<file path="src/source/cache_params_pkg.sv">
/* cache line geometry */
`default_nettype none

package cache_params_pkg;

    // words per line as a power of two
    localparam int offset_width = 2;
    localparam int words_per_line = 1 << offset_width;

    localparam int addr_width = 26;

    // must stay a power of two, pointers wrap
    localparam int wb_depth = 4;
    localparam int wb_ptr_width = $clog2(wb_depth);

    typedef logic [31:0] word_t;

    typedef logic [words_per_line*$bits(word_t)-1:0] line_t;

    // line-aligned, offset bits already dropped
    typedef logic [addr_width-1:0] addr_t;

    typedef logic [wb_ptr_width-1:0] wb_ptr_t;

endpackage

`default_nettype wire

</file>
<file path="src/source/mem_bus_pkg.sv">
/* memory path bus structs */
`default_nettype none

package mem_bus_pkg;

    // line read from the L2
    typedef struct packed {
        cache_params_pkg::addr_t addr;
    } line_req_t;

    // one dirty line, used for the eviction push,
    // the write buffer slots and the memory write port
    typedef struct packed {
        cache_params_pkg::addr_t addr;
        cache_params_pkg::line_t line;
    } wb_entry_t;

endpackage

`default_nettype wire

</file>
<file path="src/source/write_buffer.sv">
/* write buffer for evicted lines */
`timescale 1ns/1ps
`default_nettype none

module write_buffer (
    input  wire                              clk,
    input  wire                              rstn,
    // eviction side
    input  wire                              evict_push,
    input  wire mem_bus_pkg::wb_entry_t      evict_entry,
    output logic                             wb_full,
    // lookup from the arbiter
    input  wire cache_params_pkg::addr_t     query_addr,
    output logic                             query_ok,
    output cache_params_pkg::line_t          query_data,
    // drain to memory
    output logic                             mem_wr_req,
    output mem_bus_pkg::wb_entry_t           mem_wr_entry,
    input  wire                              mem_wr_done
);

    mem_bus_pkg::wb_entry_t                entries [cache_params_pkg::wb_depth];
    logic [cache_params_pkg::wb_depth-1:0] valid;
    cache_params_pkg::wb_ptr_t             head;
    cache_params_pkg::wb_ptr_t             tail;
    logic                                  push_ok;
    logic                                  pop;

    // tail slot still occupied means every slot is
    assign wb_full = valid[tail];
    assign push_ok = evict_push & ~wb_full;
    assign pop = mem_wr_done & mem_wr_req;

    // oldest entry goes to memory
    assign mem_wr_entry = entries[head];

    always_ff @(posedge clk) begin
        if (push_ok) begin
            entries[tail] <= evict_entry;
        end
    end

    always_ff @(posedge clk or negedge rstn) begin
        if (!rstn) begin
            valid <= '0;
            head <= '0;
            tail <= '0;
            mem_wr_req <= 1'b0;
        end else begin
            if (push_ok) begin
                valid[tail] <= 1'b1;
                tail <= tail + 1'b1;
            end
            if (pop) begin
                valid[head] <= 1'b0;
                head <= head + 1'b1;
            end
            // drops for a cycle after each pop, then follows the new head
            mem_wr_req <= valid[head] & ~pop;
        end
    end

    // walk oldest to newest so the newest match wins
    always_comb begin
        cache_params_pkg::wb_ptr_t idx;
        query_ok = 1'b0;
        query_data = entries[head].line;
        for (int i = 0; i < cache_params_pkg::wb_depth; i++) begin
            idx = head + cache_params_pkg::wb_ptr_t'(i);
            if (valid[idx] && entries[idx].addr == query_addr) begin
                query_ok = 1'b1;
                query_data = entries[idx].line;
            end
        end
    end

endmodule

`default_nettype wire

</file>
<file path="src/source/wrt_ret_arbiter.sv">
/* L2 line read arbiter */
`timescale 1ns/1ps
`default_nettype none

module wrt_ret_arbiter (
    input  wire                              clk,
    input  wire                              rstn,
    // L2 read side
    input  wire                              l2_req,
    input  wire mem_bus_pkg::line_req_t      l2_req_addr,
    output logic                             addr_ok,
    input  wire                              l2_rdy,
    output logic                             data_ok,
    output cache_params_pkg::line_t          l2_line,
    // write buffer lookup
    output cache_params_pkg::addr_t          query_addr,
    input  wire                              query_ok,
    input  wire cache_params_pkg::line_t     query_data,
    // return buffer
    output logic                             arbiter_mem_req,
    input  wire                              mem_arbiter_addrOK,
    input  wire                              mem_arbiter_dataOK,
    input  wire cache_params_pkg::line_t     dout_mem_arbiter
);

    typedef enum logic [2:0] {
        st_idle,
        st_wrt_addr,
        st_wrt_data,
        st_ret_addr,
        st_ret_data
    } state_t;

    state_t                  state;
    state_t                  state_nxt;
    cache_params_pkg::line_t hit_line;

    assign query_addr = l2_req_addr.addr;

    always_ff @(posedge clk or negedge rstn) begin
        if (!rstn) begin
            state <= st_idle;
        end else begin
            state <= state_nxt;
        end
    end

    always_comb begin
        state_nxt = state;
        case (state)
            st_idle: begin
                if (l2_req) begin
                    state_nxt = query_ok ? st_wrt_addr : st_ret_addr;
                end
            end
            st_wrt_addr: state_nxt = st_wrt_data;
            st_wrt_data: begin
                if (l2_rdy) begin
                    state_nxt = st_idle;
                end
            end
            st_ret_addr: begin
                if (mem_arbiter_addrOK) begin
                    state_nxt = st_ret_data;
                end
            end
            st_ret_data: begin
                if (l2_rdy && mem_arbiter_dataOK) begin
                    state_nxt = st_idle;
                end
            end
            default: state_nxt = st_idle;
        endcase
    end

    // snapshot of the hit, a later drain must not change it
    always_ff @(posedge clk) begin
        if (state == st_idle && l2_req && query_ok) begin
            hit_line <= query_data;
        end
    end

    always_comb begin
        addr_ok = 1'b0;
        data_ok = 1'b0;
        arbiter_mem_req = 1'b0;
        case (state)
            st_wrt_addr: addr_ok = 1'b1;
            st_wrt_data: data_ok = 1'b1;
            st_ret_addr: begin
                arbiter_mem_req = 1'b1;
                addr_ok = mem_arbiter_addrOK;
            end
            st_ret_data: data_ok = mem_arbiter_dataOK;
            default: ;
        endcase
    end

    // miss data passes straight through
    assign l2_line = (state == st_ret_data) ? dout_mem_arbiter : hit_line;

endmodule

`default_nettype wire

</file>
<file path="src/source/return_buffer.sv">
/* memory refill holder */
`timescale 1ns/1ps
`default_nettype none

module return_buffer (
    input  wire                              clk,
    input  wire                              rstn,
    // arbiter side
    input  wire                              arbiter_mem_req,
    input  wire cache_params_pkg::addr_t     req_addr,
    output logic                             mem_arbiter_addrOK,
    output logic                             mem_arbiter_dataOK,
    output cache_params_pkg::line_t          dout_mem_arbiter,
    input  wire                              l2_rdy,
    // memory read side
    output logic                             mem_rd_req,
    output cache_params_pkg::addr_t          mem_rd_addr,
    input  wire                              mem_rd_done,
    input  wire cache_params_pkg::line_t     mem_rd_line
);

    typedef enum logic [1:0] {
        st_idle,
        st_reading,
        st_holding
    } state_t;

    state_t state;

    always_ff @(posedge clk or negedge rstn) begin
        if (!rstn) begin
            state <= st_idle;
            mem_arbiter_addrOK <= 1'b0;
        end else begin
            // one pulse as the memory read goes out
            mem_arbiter_addrOK <= (state == st_idle) & arbiter_mem_req;
            case (state)
                st_idle: begin
                    if (arbiter_mem_req) begin
                        state <= st_reading;
                    end
                end
                st_reading: begin
                    if (mem_rd_done) begin
                        state <= st_holding;
                    end
                end
                st_holding: begin
                    if (l2_rdy) begin
                        state <= st_idle;
                    end
                end
                default: state <= st_idle;
            endcase
        end
    end

    always_ff @(posedge clk) begin
        if (state == st_idle && arbiter_mem_req) begin
            mem_rd_addr <= req_addr;
        end
        if (state == st_reading && mem_rd_done) begin
            dout_mem_arbiter <= mem_rd_line;
        end
    end

    assign mem_rd_req = (state == st_reading);
    assign mem_arbiter_dataOK = (state == st_holding);

endmodule

`default_nettype wire

</file>
<file path="src/source/l2_mem_path.sv">
/* L2 memory read path */
`timescale 1ns/1ps
`default_nettype none

module l2_mem_path (
    input  wire                              clk,
    input  wire                              rstn,
    // L2 read side
    input  wire                              l2_req,
    input  wire mem_bus_pkg::line_req_t      l2_req_addr,
    output logic                             addr_ok,
    output logic                             data_ok,
    output cache_params_pkg::line_t          l2_line,
    input  wire                              l2_rdy,
    // L2 eviction side
    input  wire                              evict_push,
    input  wire mem_bus_pkg::wb_entry_t      evict_entry,
    output logic                             wb_full,
    // memory write side
    output logic                             mem_wr_req,
    output mem_bus_pkg::wb_entry_t           mem_wr_entry,
    input  wire                              mem_wr_done,
    // memory read side
    output logic                             mem_rd_req,
    output cache_params_pkg::addr_t          mem_rd_addr,
    input  wire                              mem_rd_done,
    input  wire cache_params_pkg::line_t     mem_rd_line
);

    cache_params_pkg::addr_t query_addr;
    logic                    query_ok;
    cache_params_pkg::line_t query_data;
    logic                    arbiter_mem_req;
    logic                    mem_arbiter_addrOK;
    logic                    mem_arbiter_dataOK;
    cache_params_pkg::line_t dout_mem_arbiter;

    write_buffer u_write_buffer (
        .clk          (clk),
        .rstn         (rstn),
        .evict_push   (evict_push),
        .evict_entry  (evict_entry),
        .wb_full      (wb_full),
        .query_addr   (query_addr),
        .query_ok     (query_ok),
        .query_data   (query_data),
        .mem_wr_req   (mem_wr_req),
        .mem_wr_entry (mem_wr_entry),
        .mem_wr_done  (mem_wr_done)
    );

    wrt_ret_arbiter u_arbiter (
        .clk                (clk),
        .rstn               (rstn),
        .l2_req             (l2_req),
        .l2_req_addr        (l2_req_addr),
        .addr_ok            (addr_ok),
        .l2_rdy             (l2_rdy),
        .data_ok            (data_ok),
        .l2_line            (l2_line),
        .query_addr         (query_addr),
        .query_ok           (query_ok),
        .query_data         (query_data),
        .arbiter_mem_req    (arbiter_mem_req),
        .mem_arbiter_addrOK (mem_arbiter_addrOK),
        .mem_arbiter_dataOK (mem_arbiter_dataOK),
        .dout_mem_arbiter   (dout_mem_arbiter)
    );

    // miss address is the same line address the lookup sees
    return_buffer u_return_buffer (
        .clk                (clk),
        .rstn               (rstn),
        .arbiter_mem_req    (arbiter_mem_req),
        .req_addr           (query_addr),
        .mem_arbiter_addrOK (mem_arbiter_addrOK),
        .mem_arbiter_dataOK (mem_arbiter_dataOK),
        .dout_mem_arbiter   (dout_mem_arbiter),
        .l2_rdy             (l2_rdy),
        .mem_rd_req         (mem_rd_req),
        .mem_rd_addr        (mem_rd_addr),
        .mem_rd_done        (mem_rd_done),
        .mem_rd_line        (mem_rd_line)
    );

endmodule

`default_nettype wire

</file>
<file path="config.mk">
export PLATFORM = sky130hd
export DESIGN_NAME = l2_mem_path
export DESIGN_NICKNAME = d
export VERILOG_FILES = /design/src/source/cache_params_pkg.sv /design/src/source/mem_bus_pkg.sv /design/src/source/write_buffer.sv /design/src/source/wrt_ret_arbiter.sv /design/src/source/return_buffer.sv /design/src/source/l2_mem_path.sv
export SDC_FILE = /design/constraint.sdc
export NUM_CORES = 2
export LEC_CHECK = 0
export ABC_AREA = 1
export BUFFER_PORTS_ARGS = -buffer_cell sky130_fd_sc_hd__buf_2
export CORE_MARGIN = 8
export CORE_UTILIZATION = 60
export DETAILED_ROUTE_END_ITERATION = 7
export HOLD_SLACK_MARGIN = 0.08
export PLACE_DENSITY = 0.82
export SETUP_SLACK_MARGIN = 0.4
export SLEW_MARGIN = 20
export SYNTH_ARGS = -nofsm -noshare
export SYNTH_HDL_FRONTEND = slang
export SYNTH_HIERARCHICAL = 1
export SYNTH_SLANG_ARGS = --single-unit
</file>
<file path="constraint.sdc">
create_clock -name clk -period 41.9 [get_ports clk]
set_input_delay 4.19 -clock clk [delete_from_list [all_inputs] [get_ports clk]]
set_output_delay 4.19 -clock clk [all_outputs]
set_load 0.03 [all_outputs]
</file>
Yosys cells after proc, flatten, opt, wreduce, memory -nomap -nowiden
Memory sizes are Yosys's and may differ from the RTL's.
Cells that the tools add are included.
Widths: inputs -> output; s select.
{ "op_classes": {"addsub": 4, "magnitude_cmp": 7, "n_eq_ne": 17, "muxes": 39, "n_bitwise": 9, "reduce_logical": 15} }
{ "ops": {"columns": ["operator", "n"], "rows": [
  ["$mux 128", 4],
  ["$eq 26x26->1", 4],
  ["$lt 2x3->1 const B", 5],
  ["$pmux 3 s5", 1],
  ["$mux 1", 14],
  ["$mux 3", 4],
  ["$logic_and 1x1->1", 11],
  ["$bmux 1 s2", 5],
  ["$mux 2", 4],
  ["$mux 4", 2],
  ["$ne 2x1->1 const B", 4],
  ["$eq 3x2->1 const B", 2],
  ["$ne 2x2->1 const B", 3],
  ["$pmux 2 s3", 1],
  ["$add 2x1->2 const B", 2],
  ["$add 2x2->2 const B", 2],
  ["$and 1x1->1", 4],
  ["$and 4x4->4", 1],
  ["$demux 1 s2", 2],
  ["$ge 2x1->1 const B", 2],
  ["$not 4->4", 1],
  ["$or 4x4->4", 1],
  ["$pmux 1 s2", 2],
  ["$reduce_and 4->1", 1],
  ["other kinds (8)", 9]
]} }
{ "totals": {"regBits": 297, "ram_bits": 616, "in_bits": 315, "memories": 1} }
{ "memory_table": {"columns": ["name", "depth", "word_bits", "rd", "rd_clocked_by_memory_dff", "wr", "line_no", "rtl"], "rows": [
  ["u_write_buffer.entries", 4, 154, 4, 0, 1, "write_buffer.sv:22", "mem_bus_pkg::wb_entry_t entries [cache_params_pkg::wb_depth];"]
]} }

Depth between registers and ports, before layout
{ "logic_depth": {"ltp_word": 10, "mapped_depth": 28} }

Modules after synthesis
Netlist, hierarchy kept.
{ "by_module_without_submodules": {"columns": ["module", "n_inst", "cells_each", "area_per_inst_um2"], "rows": [
  ["write_buffer", 1, 5065, 40288.6],
  ["wrt_ret_arbiter", 1, 615, 6143.4],
  ["return_buffer", 1, 173, 4763.3]
]} }

Least setup slack after synthesis
Ideal clock, no wire load.
{ "synth_path": {"kind": "input port to flip-flop", "from": "input port l2_req_addr[6] (netlist name)", "to": "register u_arbiter.hit_line[0] (enable)", "setup_ns": 0.772, "t_arrival_ns": 14.129, "setup_slack_ns": 26.999, "cell_stages": 14, "path_cell_list": "buf_4 > inv_1 > nand2_1 > nand2_1 > nand2_1 > nor2_1 > nand3_1 > buf_2 > nor2_1 > clkbuf_1 > nor2_1 > nand2_1 > inv_1 > nor3_1"} }
{ "synth_between": {"elab_chain_len": 7, "word_cells_on_any_way": 13, "classes_between": "eq/ne: 4; mux: 4; reduce/logical: 5"} }
{ "synth_lines": {"columns": ["element", "line_no", "rtl"], "rows": [
  ["start: declaration", "l2_mem_path.sv:10", "input wire mem_bus_pkg::line_req_t l2_req_addr,"],
  ["$eq 26x26->1", "write_buffer.sv:70", "if (valid[idx] && entries[idx].addr == query_addr) begin"],
  ["$logic_and 1x1->1", "write_buffer.sv:70", null],
  ["$mux 1 (3 in a row)", "write_buffer.sv:70", null],
  ["$mux 1 (*)", "write_buffer.sv:70", null],
  ["via query_ok", "l2_mem_path.sv:31", "logic query_ok;"],
  ["$logic_and 1x1->1 (*)", "wrt_ret_arbiter.sv:78", "if (state == st_idle && l2_req && query_ok) begin"],
  ["end signal: assignment", "wrt_ret_arbiter.sv:79", "hit_line <= query_data;"],
  ["end: declaration", "wrt_ret_arbiter.sv:36", "cache_params_pkg::line_t hit_line;"]
]} }
Mark *: on every way through the listed nets, which the timed path passes. The rest lies on a longest branch.
A chain may end at the register's enable or synchronous reset.

==> run_results.csv <==
group,metric,value,unit
global_routing,grt_max_degree,260,
die,pin_count,628,
global_routing,grt_pass1_vias,42030,
layout,finalInstanceArea,57350,um^2
synth,yosys-top-cells-count,"nand2_1 (1690), edfxtp_1 (898), o21ai_0 (880), inv_1 (590), nand3_1 (525)",
synth,yosysMostFrequentCell,"nand2_1",
place,dp_cells,7255,
die,initial_core_util,60.32,%
place,io_buffers,627,
clock_network,cts_tree,"yes",
sta,fmax,0.1100,GHz
global_routing,grt_overflow,0,
layout,final_nets,6533,
clock_network,hold_buffers,0,
place,routabilityCongestion,1.033,
place,post-place-ws,33.20,ns
layout,drive_gt1_share,16.07,%
clock_network,h-tree-depth,3,
clock_network,numCtsBuffers,95,
clock_network,cts_setup_buffers,0,
setup_path,crit_path_frequent_cell,"buf_12",
global_routing,grt_usage,31.04,%
clock_network,clkSinkCount,913,
status,violations,"design-rule violations",
setup_path,crit_slowest_cell,"buf_4",
sta,fin_crit,9.091,ns
synth,avgSynthCellArea,8.747,um^2
synth,seq_area_frac_synth,53.41,%
layout,area_delta_synth_final,12.03,%
setup_path,path_cells,"buf_12 -> buf_12 -> buf_4 -> mux2i_1 -> nand2_1 -> o21ai_0 -> inv_1 -> buf_2",
detailed_routing,viasPerCell,5.882,
worst_hold_path,min_path_cells,2,
power,p_leak,24.81,nW
clock_network,ctsResizeCount,0,
setup_path,critPathArrivalTime,4.90,ns
global_routing,grt_pass1_wl,231600,um
sta,hold_viol_final,0,
place,dp_hpwl,96780,um
die,coreArea,84880,um^2
setup_path,crit_type,"flop to output pin",
die,die-area,94930,um^2
sta,finalCritPeriodShare,21.70,%
place,dpl_cell_area,54090,um^2
run,drv_cap,0,
synth,synthFlopType,"edfxtp_1",
setup_path,crit_path_end_kind,"output pin",
synth,syn-cell-area,51200,um^2
synth,synth_edf_count,898,
power,irDropWorstVdd,0.07099,mV
synth,synth_top_area_share,52.67,%
synth,synth_cells,5853,
detailed_routing,drtAntennaViolNets,0,
detailed_routing,vias,43920,
sta,fin_skew,0.02827,ns
synth,ys_warn_count,6,
clock_network,insertion_delay,0.69,ns
detailed_routing,drt_wl_total,153700,um
synth,yosysUniqueCellTypes,35,
detailed_routing,drc_errors,4,
synth,async_flop_share,1.643,%
synth,ys_ff_latch,913,
synth,synth_top_area_cell,"edfxtp_1",
clock_network,clockBufferDepth,3,
synth,syn-num-nets,6176,
power,finalPower,4.459,mW
die,rows,107,
sta,finalWorstSetupSlack,32.81,ns
die,die_x,308.1,um
setup_path,rr_worst_depth,16,
detailed_routing,drt_first_iter_violations,5236,
setup_path,cpPeakStageDelay,0.92,ns
detailed_routing,wire_per_inst,20.58,um
clock_network,cts-root-buf,"clkbuf_16",
die,die_h,308.1,um
detailed_routing,first_pass_iters,8,
sta,setup_viol,0,
setup_path,crit_fanout,219,
setup_path,r2r_slack,34.21,ns
setup_path,start_kind,"flop",
layout,fin_cells,7466,
power,powerDensity,77.74,nW/um^2
clock_network,clk_pin_slew,0.06,ns
sta,slew_viol_final,0,
sta,slew_headroom,17.73,%
synth,synth_area_leaders,"edfxtp_1 (53%), nand2_1 (12%), o21ai_0 (8.6%)",
global_routing,antenna_found_initial,51,
sta,worstMarginPinSlew,1.234,ns
sta,tns,0,ns
worst_hold_path,hp-class,"flop to flop",
status,status,"complete, but fails checks",
setup_path,cp.required,37.71,ns
sta,rsz0062_at_grt,"no",
-- per-stage QoR --
step / utilization, % / hold WS [ns]
floorplan: - / 0.4419
global placement: 63.72 / 0.4501
detailed placement: 63.72 / 0.4849
CTS: 67.40 / 0.4979
global route: 67.55 / 0.5295
finish: 67.57 / 0.4944
-- per-layer routing --
| metal | vias to the layer above | track usage (%) | share of wire, % |
|---|---|---|---|
| li1 | 20430 | - | - |
| met1 | 20260 | 38.00 | 36 |
| met2 | 2681 | 51.32 | 47 |
| met3 | 517 | 6.891 | 11 |
| met4 | 30 | 16.51 | 4.6 |
| met5 | - | 0 | 0.12 |
-- registers in the layout, summed over array words and instances (netlist names) --
| signal | count |
|---|---|
| u_write_buffer/entries | 616 |
| u_arbiter/hit_line | 128 |
| u_return_buffer/dout_mem_arbiter | 128 |
| u_return_buffer/mem_rd_addr | 26 |
| u_write_buffer/valid | 4 |
| u_arbiter/state | 3 |
| u_return_buffer/state | 2 |
| u_write_buffer/head | 2 |
| u_write_buffer/tail | 2 |
| u_return_buffer/mem_arbiter_addrOK | 1 |
| u_write_buffer/mem_wr_req | 1 |
-- cells by family after synthesis --
group	count (synthesis)	share of synthesized area, %
xor gates and xnor gates	9	0.1540
buffers and inverters	1007	8.657
muxes	256	5.005
AOI/OAI and AO/OA	1212	13.23
and+or+nand+nor	2448	19.36
adders and majority gates	8	0.1955
DFF	913	53.41
-- report_power, final --
part	switching (mW)	internal (mW)
Combinational	1.71	0.658
Clock	0.354	0.495
Sequential	0.0610	1.19
Total	2.12	2.34
-- worst max-delay path: cells and delay by family (launching register included) --
kind,cells,cell delay [ns]
compound gates,1,0.17
simple gates,1,0.12
buf+inv,5,2.42
flops,1,0.91
mux,1,0.34
-- area by class of cell --
cell class                 count  area, um^2
clock buffer                 120        2565
inverter                     594        2255
antenna                       36       90.09
multi-input combinational   3933       19520
tap                         1144        1431
timing repair buffer         673        3586
sequential                   913       27350
fill                        6507       27530
clock inverter                53       556.8
-- final timing paths --
| kind | endpoint | startpoint |
|---|---|---|
| min in group asynchronous | u_return_buffer/state[1]$_DFFE_PN0P_ | rstn |
| setup reg to reg | u_arbiter/hit_line[28]$_DFFE_PP_ | u_write_buffer/head[0]$_DFFE_PN0P_ |
| hold / removal | u_arbiter/state[2]$_DFFE_PN0P_ | u_return_buffer/mem_arbiter_addrOK$_DFF_PN0_ |
| hold reg to reg | u_arbiter/state[2]$_DFFE_PN0P_ | u_return_buffer/mem_arbiter_addrOK$_DFF_PN0_ |
| max in group asynchronous | u_write_buffer/head[0]$_DFFE_PN0P_ | rstn |
| setup / recovery | mem_wr_entry[105] | u_write_buffer/head[0]$_DFFE_PN0P_ |
-- cells in the final DEF, fill, tap and decap left out, types with 3 or more instances in the layout --
| master | count |
|---|---|
| edfxtp_1 | 898 |
| buf_4 | 39 |
| clkinv_8 | 3 |
| clkbuf_1 | 19 |
| clkinv_2 | 14 |
| o21ai_0 | 880 |
| nand4_1 | 12 |
| nand3_1 | 524 |
| ha_1 | 7 |
| nor2_4 | 8 |
| nor2_1 | 205 |
| nand2_4 | 3 |
| mux2i_1 | 256 |
| inv_6 | 3 |
| nand2_1 | 1687 |
| buf_2 | 627 |
| o22ai_1 | 8 |
| a31oi_1 | 3 |
| a21oi_2 | 180 |
| o21ai_1 | 49 |
| bufinv_16 | 10 |
| inv_1 | 587 |
| clkbuf_8 | 3 |
| dfrtp_1 | 13 |
| diode_2 | 36 |
| clkbuf_16 | 98 |
| a21oi_1 | 86 |
| xor2_1 | 9 |
| buf_12 | 5 |
| clkinv_1 | 21 |
No activity file was read; power rests on OpenSTA's default activity.
